[src/mips_params.svh]
// word width, register file size and program counter step macros
`ifndef MIPS_PARAMS_SVH
`define MIPS_PARAMS_SVH

// width of every datapath word, instruction and address
`define DATA_WIDTH 32

// register file geometry
`define REG_ADDR_WIDTH 5    // rs, rt and rd fields are 5 bits
`define NUM_REGS 32

// byte increment applied to the PC at each fetch
`define PC_STEP 4

`endif

[src/mips_pkg.sv]
// control state, opcode, funct, ALU operation, ALU control and operand select types
package mips_pkg;

    // multi-cycle control states, one clock each
    typedef enum logic [3:0] {
        stFetch         = 4'd0,
        stDecode        = 4'd1,
        stMemAdr        = 4'd2,     // lw and sw address calculation
        stMemRead       = 4'd3,
        stMemWriteback  = 4'd4,
        stMemWrite      = 4'd5,
        stExecute       = 4'd6,     // R-type ALU step
        stAluWriteback  = 4'd7,
        stBranch        = 4'd8,
        stAddiExecute   = 4'd9,
        stAddiWriteback = 4'd10
    } stateT;

    // instruction bits 31:26
    typedef enum logic [5:0] {
        opRtype = 6'b000000,
        opLw    = 6'b100011,
        opSw    = 6'b101011,
        opBeq   = 6'b000100,
        opAddi  = 6'b001000
    } opcodeT;

    // R-type funct field, instruction bits 5:0
    typedef enum logic [5:0] {
        fnAdd = 6'b100000,
        fnSub = 6'b100010,
        fnAnd = 6'b100100,
        fnOr  = 6'b100101,
        fnSlt = 6'b101010
    } functT;

    // operation class requested by the control FSM
    typedef enum logic [1:0] {
        aluOpAdd   = 2'b00,
        aluOpSub   = 2'b01,
        aluOpFunct = 2'b10      // look at the funct field
    } aluOpT;

    // ALU control, bit 2 set means the B operand is inverted
    typedef enum logic [2:0] {
        aluAnd = 3'b000,
        aluOr  = 3'b001,
        aluAdd = 3'b010,
        aluSub = 3'b110,
        aluSlt = 3'b111
    } aluCtrlT;

    // second ALU operand source
    typedef enum logic [1:0] {
        srcBReg      = 2'b00,
        srcBFour     = 2'b01,
        srcBImm      = 2'b10,
        srcBImmShift = 2'b11    // branch offset in bytes
    } srcBSelT;

endpackage

[src/controlFsm.sv]
// multi-cycle control FSM: state register, next-state logic and per-state control outputs
`timescale 1ns/1ps

module controlFsm
    import mips_pkg::*;
(
    input  logic    Clk,
    input  logic    Reset,
    input  opcodeT  Opcode,
    output logic    IorD,
    output logic    IRWrite,
    output logic    PCWrite,
    output logic    Branch,
    output logic    PCSrc,
    output logic    RegDst,
    output logic    MemtoReg,
    output logic    RegWrite,
    output logic    MemWrite,
    output logic    ALUSrcA,
    output srcBSelT ALUSrcB,
    output aluOpT   AluOp
);

    stateT state, nextState;

    always_ff @(posedge Clk or posedge Reset) begin
        if (Reset) begin
            state <= stFetch;
        end else begin
            state <= nextState;
        end
    end

    // next state, decode and memAdr branch on the opcode
    always_comb begin
        case (state)
            stFetch:  nextState = stDecode;
            stDecode: begin
                case (Opcode)
                    opLw, opSw: nextState = stMemAdr;
                    opRtype:    nextState = stExecute;
                    opBeq:      nextState = stBranch;
                    opAddi:     nextState = stAddiExecute;
                    default:    nextState = stFetch;    // unknown opcode acts as a no-op
                endcase
            end
            stMemAdr: begin
                if (Opcode == opLw) begin
                    nextState = stMemRead;
                end else if (Opcode == opSw) begin
                    nextState = stMemWrite;
                end else begin
                    nextState = stFetch;
                end
            end
            stMemRead:     nextState = stMemWriteback;
            stExecute:     nextState = stAluWriteback;
            stAddiExecute: nextState = stAddiWriteback;
            default:       nextState = stFetch;   // all writeback, memWrite and branch states
        endcase
    end

    // control outputs, anything not named in a state stays inactive
    always_comb begin
        IorD     = 1'b0;
        IRWrite  = 1'b0;
        PCWrite  = 1'b0;
        Branch   = 1'b0;
        PCSrc    = 1'b0;
        RegDst   = 1'b0;
        MemtoReg = 1'b0;
        RegWrite = 1'b0;
        MemWrite = 1'b0;
        ALUSrcA  = 1'b0;
        ALUSrcB  = srcBReg;
        AluOp    = aluOpAdd;
        case (state)
            stFetch: begin
                IRWrite = 1'b1;
                PCWrite = 1'b1;         // PC <= PC + 4
                ALUSrcB = srcBFour;
            end
            stDecode: begin
                ALUSrcB = srcBImmShift; // precompute the branch target into ALUOut
            end
            stMemAdr, stAddiExecute: begin
                ALUSrcA = 1'b1;
                ALUSrcB = srcBImm;
            end
            stMemRead: IorD = 1'b1;
            stMemWriteback: begin
                MemtoReg = 1'b1;
                RegWrite = 1'b1;        // writes rt
            end
            stMemWrite: begin
                IorD     = 1'b1;
                MemWrite = 1'b1;
            end
            stExecute: begin
                ALUSrcA = 1'b1;
                AluOp   = aluOpFunct;
            end
            stAluWriteback: begin
                RegDst   = 1'b1;        // writes rd
                RegWrite = 1'b1;
            end
            stBranch: begin
                ALUSrcA = 1'b1;
                AluOp   = aluOpSub;
                Branch  = 1'b1;
                PCSrc   = 1'b1;
            end
            stAddiWriteback: RegWrite = 1'b1;
            default: ;
        endcase
    end

endmodule

[src/programCounter.sv]
// program counter register with next-value select and branch-taken enable
`timescale 1ns/1ps
`include "mips_params.svh"

module programCounter (
    input  logic                   Clk,
    input  logic                   Reset,
    input  logic                   PCWrite,
    input  logic                   Branch,
    input  logic                   PCSrc,
    input  logic                   Zero,
    input  logic [`DATA_WIDTH-1:0] AluResult,
    input  logic [`DATA_WIDTH-1:0] AluOut,
    output logic [`DATA_WIDTH-1:0] Pc
);

    logic [`DATA_WIDTH-1:0] pcNext;
    logic                   pcEn;

    // AluResult holds PC+4 in fetch, AluOut holds the branch target in stBranch
    assign pcNext = PCSrc ? AluOut : AluResult;

    // taken beq when the operands compared equal
    assign pcEn = PCWrite | (Branch & Zero);

    always_ff @(posedge Clk or posedge Reset) begin
        if (Reset) begin
            Pc <= '0;               // first fetch from address 0
        end else if (pcEn) begin
            Pc <= pcNext;
        end
    end

endmodule

[src/registerFile.sv]
// register file: two asynchronous read ports, one clocked write port, r0 reads as zero
`timescale 1ns/1ps
`include "mips_params.svh"

module registerFile (
    input  logic                       Clk,
    input  logic                       RegWrite,
    input  logic [`REG_ADDR_WIDTH-1:0] ReadAdr1,
    input  logic [`REG_ADDR_WIDTH-1:0] ReadAdr2,
    input  logic [`REG_ADDR_WIDTH-1:0] WriteAdr,
    input  logic [`DATA_WIDTH-1:0]     WriteData,
    output logic [`DATA_WIDTH-1:0]     ReadData1,
    output logic [`DATA_WIDTH-1:0]     ReadData2
);

    logic [`DATA_WIDTH-1:0] regs [`NUM_REGS];

    always_ff @(posedge Clk) begin
        if (RegWrite) begin
            regs[WriteAdr] <= WriteData;    // a write to r0 is masked on read
        end
    end

    // read ports
    assign ReadData1 = (ReadAdr1 != '0) ? regs[ReadAdr1] : '0;
    assign ReadData2 = (ReadAdr2 != '0) ? regs[ReadAdr2] : '0;

endmodule

[src/aluUnit.sv]
// ALU decoder and ALU with and, or, add, sub, slt and the zero flag
`timescale 1ns/1ps
`include "mips_params.svh"

module aluUnit
    import mips_pkg::*;
(
    input  aluOpT                  AluOp,
    input  functT                  Funct,
    input  logic [`DATA_WIDTH-1:0] SrcA,
    input  logic [`DATA_WIDTH-1:0] SrcB,
    output logic [`DATA_WIDTH-1:0] AluResult,
    output logic                   Zero
);

    aluCtrlT                aluCtrl;
    logic                   subtract;
    logic [`DATA_WIDTH-1:0] srcBMod;
    logic [`DATA_WIDTH-1:0] sum;

    // decoder
    always_comb begin
        case (AluOp)
            aluOpAdd: aluCtrl = aluAdd;
            aluOpSub: aluCtrl = aluSub;
            default: begin
                case (Funct)
                    fnSub:   aluCtrl = aluSub;
                    fnAnd:   aluCtrl = aluAnd;
                    fnOr:    aluCtrl = aluOr;
                    fnSlt:   aluCtrl = aluSlt;
                    default: aluCtrl = aluAdd;  // add, and any unknown funct
                endcase
            end
        endcase
    end

    // a - b computed as a + ~b + 1
    assign subtract = (aluCtrl == aluSub) || (aluCtrl == aluSlt);
    assign srcBMod  = subtract ? ~SrcB : SrcB;
    assign sum      = SrcA + srcBMod + `DATA_WIDTH'(subtract);

    always_comb begin
        case (aluCtrl)
            aluAnd:  AluResult = SrcA & SrcB;
            aluOr:   AluResult = SrcA | SrcB;
            aluSlt:  AluResult = {{(`DATA_WIDTH-1){1'b0}}, sum[`DATA_WIDTH-1]};  // sign of a - b
            default: AluResult = sum;
        endcase
    end

    assign Zero = (AluResult == '0);

endmodule

[src/datapath.sv]
// multi-cycle datapath: instruction, data, A, B and ALUOut registers, operand muxes, sign extension
`timescale 1ns/1ps
`include "mips_params.svh"

module datapath
    import mips_pkg::*;
(
    input  logic                   Clk,
    input  logic                   Reset,
    input  logic                   IorD,
    input  logic                   IRWrite,
    input  logic                   PCWrite,
    input  logic                   Branch,
    input  logic                   PCSrc,
    input  logic                   RegDst,
    input  logic                   MemtoReg,
    input  logic                   RegWrite,
    input  logic                   ALUSrcA,
    input  srcBSelT                ALUSrcB,
    input  aluOpT                  AluOp,
    input  logic [`DATA_WIDTH-1:0] ReadData,
    output logic [`DATA_WIDTH-1:0] Adr,
    output logic [`DATA_WIDTH-1:0] WriteData,
    output opcodeT                 Opcode
);

    logic [`DATA_WIDTH-1:0]     instr;
    logic [`DATA_WIDTH-1:0]     dataReg;
    logic [`DATA_WIDTH-1:0]     aReg;
    logic [`DATA_WIDTH-1:0]     bReg;
    logic [`DATA_WIDTH-1:0]     aluOut;
    logic [`DATA_WIDTH-1:0]     pc;
    logic [`DATA_WIDTH-1:0]     rd1;
    logic [`DATA_WIDTH-1:0]     rd2;
    logic [`REG_ADDR_WIDTH-1:0] writeReg;
    logic [`DATA_WIDTH-1:0]     regWriteData;
    logic [`DATA_WIDTH-1:0]     signImm;
    logic [`DATA_WIDTH-1:0]     srcA;
    logic [`DATA_WIDTH-1:0]     srcB;
    logic [`DATA_WIDTH-1:0]     aluResult;
    logic                       zero;

    // instruction register only loads in fetch
    always_ff @(posedge Clk) begin
        if (IRWrite) begin
            instr <= ReadData;
        end
    end

    // non-architectural registers, loaded every cycle
    always_ff @(posedge Clk) begin
        dataReg <= ReadData;
        aReg    <= rd1;
        bReg    <= rd2;
        aluOut  <= aluResult;
    end

    assign Opcode = opcodeT'(instr[31:26]);

    // rd for R-type, rt for lw and addi
    assign writeReg     = RegDst ? instr[15:11] : instr[20:16];
    assign regWriteData = MemtoReg ? dataReg : aluOut;

    registerFile regFile (
        .Clk       (Clk),
        .RegWrite  (RegWrite),
        .ReadAdr1  (instr[25:21]),
        .ReadAdr2  (instr[20:16]),
        .WriteAdr  (writeReg),
        .WriteData (regWriteData),
        .ReadData1 (rd1),
        .ReadData2 (rd2)
    );

    assign signImm = {{(`DATA_WIDTH-16){instr[15]}}, instr[15:0]};

    // ALU operands
    assign srcA = ALUSrcA ? aReg : pc;

    always_comb begin
        case (ALUSrcB)
            srcBReg:      srcB = bReg;
            srcBFour:     srcB = `DATA_WIDTH'(`PC_STEP);
            srcBImm:      srcB = signImm;
            srcBImmShift: srcB = {signImm[`DATA_WIDTH-3:0], 2'b00};
        endcase
    end

    aluUnit alu (
        .AluOp     (AluOp),
        .Funct     (functT'(instr[5:0])),
        .SrcA      (srcA),
        .SrcB      (srcB),
        .AluResult (aluResult),
        .Zero      (zero)
    );

    programCounter pcReg (
        .Clk       (Clk),
        .Reset     (Reset),
        .PCWrite   (PCWrite),
        .Branch    (Branch),
        .PCSrc     (PCSrc),
        .Zero      (zero),
        .AluResult (aluResult),
        .AluOut    (aluOut),
        .Pc        (pc)
    );

    // memory port, data address comes from ALUOut
    assign Adr       = IorD ? aluOut : pc;
    assign WriteData = bReg;

endmodule

[src/mipsMulti.sv]
// top level of the multi-cycle core: control FSM and datapath on one memory port
`timescale 1ns/1ps
`include "mips_params.svh"

module mipsMulti
    import mips_pkg::*;
(
    input  logic                   Clk,
    input  logic                   Reset,
    input  logic [`DATA_WIDTH-1:0] ReadData,
    output logic [`DATA_WIDTH-1:0] Adr,
    output logic [`DATA_WIDTH-1:0] WriteData,
    output logic                   MemWrite
);

    logic    iorD, irWrite, pcWrite, branch, pcSrc;
    logic    regDst, memtoReg, regWrite, aluSrcA;
    srcBSelT aluSrcB;
    aluOpT   aluOp;
    opcodeT  opcode;

    controlFsm ctrl (
        .Clk      (Clk),
        .Reset    (Reset),
        .Opcode   (opcode),
        .IorD     (iorD),
        .IRWrite  (irWrite),
        .PCWrite  (pcWrite),
        .Branch   (branch),
        .PCSrc    (pcSrc),
        .RegDst   (regDst),
        .MemtoReg (memtoReg),
        .RegWrite (regWrite),
        .MemWrite (MemWrite),       // straight to the memory port
        .ALUSrcA  (aluSrcA),
        .ALUSrcB  (aluSrcB),
        .AluOp    (aluOp)
    );

    datapath dp (
        .Clk       (Clk),
        .Reset     (Reset),
        .IorD      (iorD),
        .IRWrite   (irWrite),
        .PCWrite   (pcWrite),
        .Branch    (branch),
        .PCSrc     (pcSrc),
        .RegDst    (regDst),
        .MemtoReg  (memtoReg),
        .RegWrite  (regWrite),
        .ALUSrcA   (aluSrcA),
        .ALUSrcB   (aluSrcB),
        .AluOp     (aluOp),
        .ReadData  (ReadData),
        .Adr       (Adr),
        .WriteData (WriteData),
        .Opcode    (opcode)
    );

endmodule

[config.mk]
export PLATFORM = sky130hd
export DESIGN_NAME = mipsMulti
export DESIGN_NICKNAME = d
export VERILOG_FILES = /design/src/mips_pkg.sv /design/src/controlFsm.sv /design/src/programCounter.sv /design/src/registerFile.sv /design/src/aluUnit.sv /design/src/datapath.sv /design/src/mipsMulti.sv
export VERILOG_INCLUDE_DIRS = /design/src
export SDC_FILE = /design/constraint.sdc
export NUM_CORES = 2
export LEC_CHECK = 0
export BUFFER_PORTS_ARGS = -buffer_cell sky130_fd_sc_hd__buf_2
export CELL_PAD_IN_SITES_DETAIL_PLACEMENT = 0
export CELL_PAD_IN_SITES_GLOBAL_PLACEMENT = 2
export CORE_UTILIZATION = 47
export CTS_CLUSTER_SIZE = 25
export DETAILED_ROUTE_END_ITERATION = 10
export GPL_ROUTABILITY_DRIVEN = 0
export PLACE_DENSITY = 0.88
export SYNTH_ARGS = -nofsm -noshare
export SYNTH_HDL_FRONTEND = slang
export SYNTH_HIERARCHICAL = 1
export SYNTH_SLANG_ARGS = --single-unit
[constraint.sdc]
create_clock -name Clk -period 6.1 [get_ports Clk]
set_clock_uncertainty 0.05 [all_clocks]
set_input_delay 0.915 -clock Clk [delete_from_list [all_inputs] [get_ports Clk]]
set_output_delay 0.915 -clock Clk [all_outputs]
set_load 0.02 [all_outputs]
==> impl_summary.log <==
INFO  metric power.density = about 570 nW/um^2
INFO  metric cts-root-buf = sky130_fd_sc_hd__clkbuf_16
INFO  metric setup.worst_path.end_class = flop
INFO  metric track_usage = 0.2815
INFO  metric timing.critical_path.required = about 6700 ps
INFO  metric cts-htree-levels = 3
INFO  metric period_share = 0.9512
INFO  metric core_region_area = about 120000 sq um
INFO  metric die-height = 352.2 microns
INFO  metric std_cell_rows = about 130
INFO  metric wl = between 150 and 200 mm
INFO  metric vdd.ir_drop.worst = 0.5258 mV
INFO  metric dpl.cell_count = 4973
INFO  metric holdCritPathClass = primary input to flop
INFO  metric synth_top_area_frac = 0.5502
INFO  metric hpwl = 107.0 mm
INFO  metric netlist_area = 57640 sq um
INFO  metric ctsLongestPathBuffers = 3
INFO  metric maximum_number_of_pins_on_one_net_before_global_route_repair = 132
INFO  metric cts.reportedPaths.clkPinSlew = ~60 ps
INFO  metric reg2reg_from = ctrl/state[1]
INFO  metric route.detailed.vias_per_inst = 6.837
INFO  metric clk-insertion-delay-late = between 700 and 800 ps
INFO  metric drt_iter0_drc = slightly above 5000
INFO  metric post_syn_instances = between 3000 and 4000
INFO  metric netlist-cell-type-count = between 80 and 90
INFO  metric die_width = between 300 and 400 microns
INFO  metric timing.reg2reg.setup_slack = a little under 300 ps
INFO  metric tritoncts_num_sinks = around 1200
INFO  metric ys_dominant_reg_cell = sky130_fd_sc_hd__edfxtp_1
INFO  metric synth_top_area_cells = sky130_fd_sc_hd__edfxtp_1, sky130_fd_sc_hd__mux4_2, sky130_fd_sc_hd__dfxtp_1, sky130_fd_sc_hd__mux2i_1, sky130_fd_sc_hd__mux2_2
INFO  metric final_layout_size_suffix_gt1_frac = 0.3038
INFO  metric tns = 0 ps
INFO  metric grt_first_pass_wirelength = 251.3 mm
INFO  metric starting_utilization_of_the_core_area = 0.4735
INFO  metric synth.yosys.seq_area_share = 0.6103
INFO  metric synth_enable_flop_cells = ~1100
INFO  metric clock.fmax = 172.3 MHz
INFO  metric cell_depth_of_the_worst_flop_to_flop_path = 22
INFO  metric worstSetupPathType = flop to flop
INFO  metric number_of_antenna_violations_at_the_first_check_in_global_routing = 10
INFO  metric yosysWarningCount = 6
INFO  metric route.detailed.wl_per_inst = 34.12 microns
INFO  metric post_synth.cell_area_avg = ~17 sq um
INFO  metric layout.cells.non_filler = between 5000 and 6000
INFO  metric setup_repair_after_global_routing_missed_its_margin = false
INFO  metric cp-start-kind = flop
INFO  metric num_vias = between 30000 and 40000
INFO  metric detailedRoute.firstPassIterationCount = 6
INFO  metric layout.core_utilization = 0.5290
INFO  metric timing.final.crit_period = a little under 6000 ps
INFO  metric setup-violations-final = 0
INFO  metric net_count_synth = between 3000 and 4000
INFO  metric number_of_global_route_vias_before_repair = ~35000
INFO  metric number_of_buffers_added_by_the_clock_tree_synthesis_step = 120
INFO  metric maxSlewViolCount = 0
INFO  metric postSynth.asyncResetShare = 0.02951
INFO  metric drt.antenna.violating_nets = 0
INFO  metric io_pins = 99
INFO  metric die-area = 124000 sq um
INFO  metric power_leakage = roughly 21 nW
INFO  metric hold_end = dp/dataReg[1]
INFO  metric grt_overflow = 0
INFO  metric worstReg2RegEnd = dp/pcReg/Pc[4]
INFO  metric cap_violations = 0
INFO  metric min_delay_path_depth = 1
INFO  metric seq_area = roughly 35000 sq um
INFO  metric hold_viol = 0
INFO  metric area_growth_from_synthesis_to_layout = 11.72%
INFO  metric hold_wc_startpoint = ReadData[1]
INFO  metric tritoncts = built
INFO  metric fill_cells = ~9600
INFO  metric ys_seq_elements = about 1200
INFO  metric max_slew_margin = 0.1110
INFO  metric number_of_port_buffers = 98
INFO  metric remaining_drc_errors = 0
INFO  metric timing.critical_path.from = ctrl/state[1]
INFO  metric nNetsFinal = about 3500
INFO  metric critical_path_peak_fanout = 28
INFO  metric status = finished, final reports clean
INFO  metric antenna_cells = 0
INFO  metric area_taken_by_multi_input_logic_gates = roughly 21000 sq um
INFO  metric totalPowerFinal = between 0.03 and 0.04 W
INFO  metric worst_path_arrival = roughly 6400 ps
INFO  metric tightestPinTransition = ~1300 ps
INFO  metric yosysTopAreaCell = sky130_fd_sc_hd__edfxtp_1
## cell usage in the layout, fill, tap and decap left out, types with 35 or more instances in the layout
cell type                   Yosys  routed
sky130_fd_sc_hd__a211oi_1      49      49
sky130_fd_sc_hd__buf_4         29     104
sky130_fd_sc_hd__nand2_1      128     127
sky130_fd_sc_hd__o22ai_1       59      59
sky130_fd_sc_hd__dfrtp_1       36      36
sky130_fd_sc_hd__mux4_2       425     425
sky130_fd_sc_hd__clkbuf_16      0     124
sky130_fd_sc_hd__o21ai_0       57      52
sky130_fd_sc_hd__nor2_1        71      36
sky130_fd_sc_hd__mux2i_1      201     201
sky130_fd_sc_hd__a21oi_1       97      91
sky130_fd_sc_hd__dfxtp_1      128     128
sky130_fd_sc_hd__edfxtp_1    1056    1056
sky130_fd_sc_hd__nor3_1        51      48
sky130_fd_sc_hd__a22o_1        64      64
sky130_fd_sc_hd__mux2_2       134     134
sky130_fd_sc_hd__inv_1         37      35
sky130_fd_sc_hd__xnor2_1       46      46
sky130_fd_sc_hd__buf_2         66      98
## synth_stat cells, types with 11 or more instances
master / number
sky130_fd_sc_hd__o211ai_1: 11
sky130_fd_sc_hd__buf_2: 66
sky130_fd_sc_hd__clkbuf_1: 126
sky130_fd_sc_hd__mux2_1: 26
sky130_fd_sc_hd__buf_6: 30
sky130_fd_sc_hd__a21o_1: 26
sky130_fd_sc_hd__a21oi_1: 97
sky130_fd_sc_hd__a211o_1: 24
sky130_fd_sc_hd__nor2b_1: 14
sky130_fd_sc_hd__a2111oi_0: 33
sky130_fd_sc_hd__ha_1: 32
sky130_fd_sc_hd__inv_1: 37
sky130_fd_sc_hd__o22ai_1: 59
sky130_fd_sc_hd__nor3_1: 51
sky130_fd_sc_hd__o21ai_0: 57
sky130_fd_sc_hd__maj3_1: 20
sky130_fd_sc_hd__buf_4: 29
sky130_fd_sc_hd__xnor2_1: 46
sky130_fd_sc_hd__a221oi_1: 25
sky130_fd_sc_hd__and2_1: 19
sky130_fd_sc_hd__xor2_1: 11
sky130_fd_sc_hd__nor4_1: 15
sky130_fd_sc_hd__o221ai_1: 31
sky130_fd_sc_hd__dfrtp_1: 36
sky130_fd_sc_hd__dfxtp_1: 128
sky130_fd_sc_hd__a22o_1: 64
sky130_fd_sc_hd__mux2_2: 134
sky130_fd_sc_hd__mux2i_1: 201
sky130_fd_sc_hd__a211oi_1: 49
sky130_fd_sc_hd__nor2_1: 71
sky130_fd_sc_hd__edfxtp_1: 1056
sky130_fd_sc_hd__nand2_1: 128
sky130_fd_sc_hd__mux4_2: 425
sky130_fd_sc_hd__mux2_4: 30
sky130_fd_sc_hd__nand3_1: 32
## worst max-delay path: stages, from the launching register on
cell and delay, ps:
sky130_fd_sc_hd__dfrtp_1 400, sky130_fd_sc_hd__buf_4 180, sky130_fd_sc_hd__nand2b_1 250, sky130_fd_sc_hd__a21oi_4 220, sky130_fd_sc_hd__buf_12 190, sky130_fd_sc_hd__mux2i_1 220, sky130_fd_sc_hd__o21ai_1 120, sky130_fd_sc_hd__xnor2_1 150
sky130_fd_sc_hd__ha_1 400, sky130_fd_sc_hd__a21oi_2 260, sky130_fd_sc_hd__o211ai_1 170, sky130_fd_sc_hd__a2111oi_1 440, sky130_fd_sc_hd__buf_4 180, sky130_fd_sc_hd__nor4_1 40, sky130_fd_sc_hd__a221oi_1 380, sky130_fd_sc_hd__o21ai_0 170
sky130_fd_sc_hd__xnor2_1 160, sky130_fd_sc_hd__a31o_2 290, sky130_fd_sc_hd__or4b_4 570, sky130_fd_sc_hd__nor2_2 170, sky130_fd_sc_hd__a21oi_4 110, sky130_fd_sc_hd__buf_12 210, sky130_fd_sc_hd__mux2_2 300
## state kept, by name, indices dropped and copies added, names as in the netlist
| register | count |
|---|---|
| dp/regFile/regs | 1024 |
| dp/aluOut | 32 |
| dp/pcReg/Pc | 32 |
| dp/aReg | 32 |
| ctrl/state | 4 |
| dp/instr | 32 |
| dp/WriteData | 32 |
| dp/dataReg | 32 |
## where the power goes
part	switching (W)	internal [W]	leakage, nW
combinational	0.0103	0.00721	8.52
clock	0.00318	0.00439	1.96
sequential	0.000744	0.0110	11.0
## stage by stage
step | setup WS (ps) | instance area (sq um) | hold WS, ps
after floorplan | 497.5 | 57640 | 444.0
after global placement | -6.751 | 60280 | 453.5
after detailed placement | -27.13 | 60280 | 464.3
after CTS | 22.32 | 64320 | 218.4
after global routing | 18.58 | 64390 | 247.1
final | 297.5 | 64390 | 248.5
## area by class of cell
| type | instances | area share |
|---|---|---|
| sequential | 1220 | 0.5463 |
| multi-input combinational | 1870 | 0.3309 |
| clock buffer | 153 | 0.05048 |
| tap | 1625 | 0.03158 |
| timing repair buffer | 224 | 0.02651 |
| clock inverter | 68 | 0.01199 |
| inverter | 37 | 0.002235 |
## worst max path at each step
stage          cells past startpoint  slack, ps         endpoint
2_1_floorplan                     23        500   dp/pcReg/Pc[0]
3_3_place_gp                      22         -7   dp/pcReg/Pc[5]
3_5_place_dp                      22        -30  dp/pcReg/Pc[11]
4_1_cts                           22         20  dp/pcReg/Pc[23]
5_1_grt                           24         20   dp/pcReg/Pc[1]
6_report                          22        300   dp/pcReg/Pc[4]
## repair_timing
action / 4_1_cts / 5_1_grt
gates cloned: 0 / 1
buffers inserted: 0 / 1
gates resized for setup: 1 / 14
hold buffers: 1 / 0
hold endpoints to repair: 4 / 0
setup endpoints to repair: 28 / 32
pin swaps: 0 / 3
## per-layer routing
metal	up-vias	routed length, microns	GRT usage
met3	416	20550	0.05009
met4	4	7301	0.1063
met1	18510	68020	0.3971
met2	2394	81390	0.4379
li1	14210	-	-
met5	-	29	0
## logic make-up after synthesis
| logic type | after synthesis | synth area share |
|---|---|---|
| flops | 1220 | 0.6103 |
| fa+ha+maj | 53 | 0.01077 |
| compound gates | 534 | 0.06673 |
| mux | 816 | 0.2401 |
| xor+xnor | 57 | 0.008662 |
| buf+inv | 301 | 0.02707 |
| simple gates | 410 | 0.03643 |
Power figures use the tool's default switching activity.
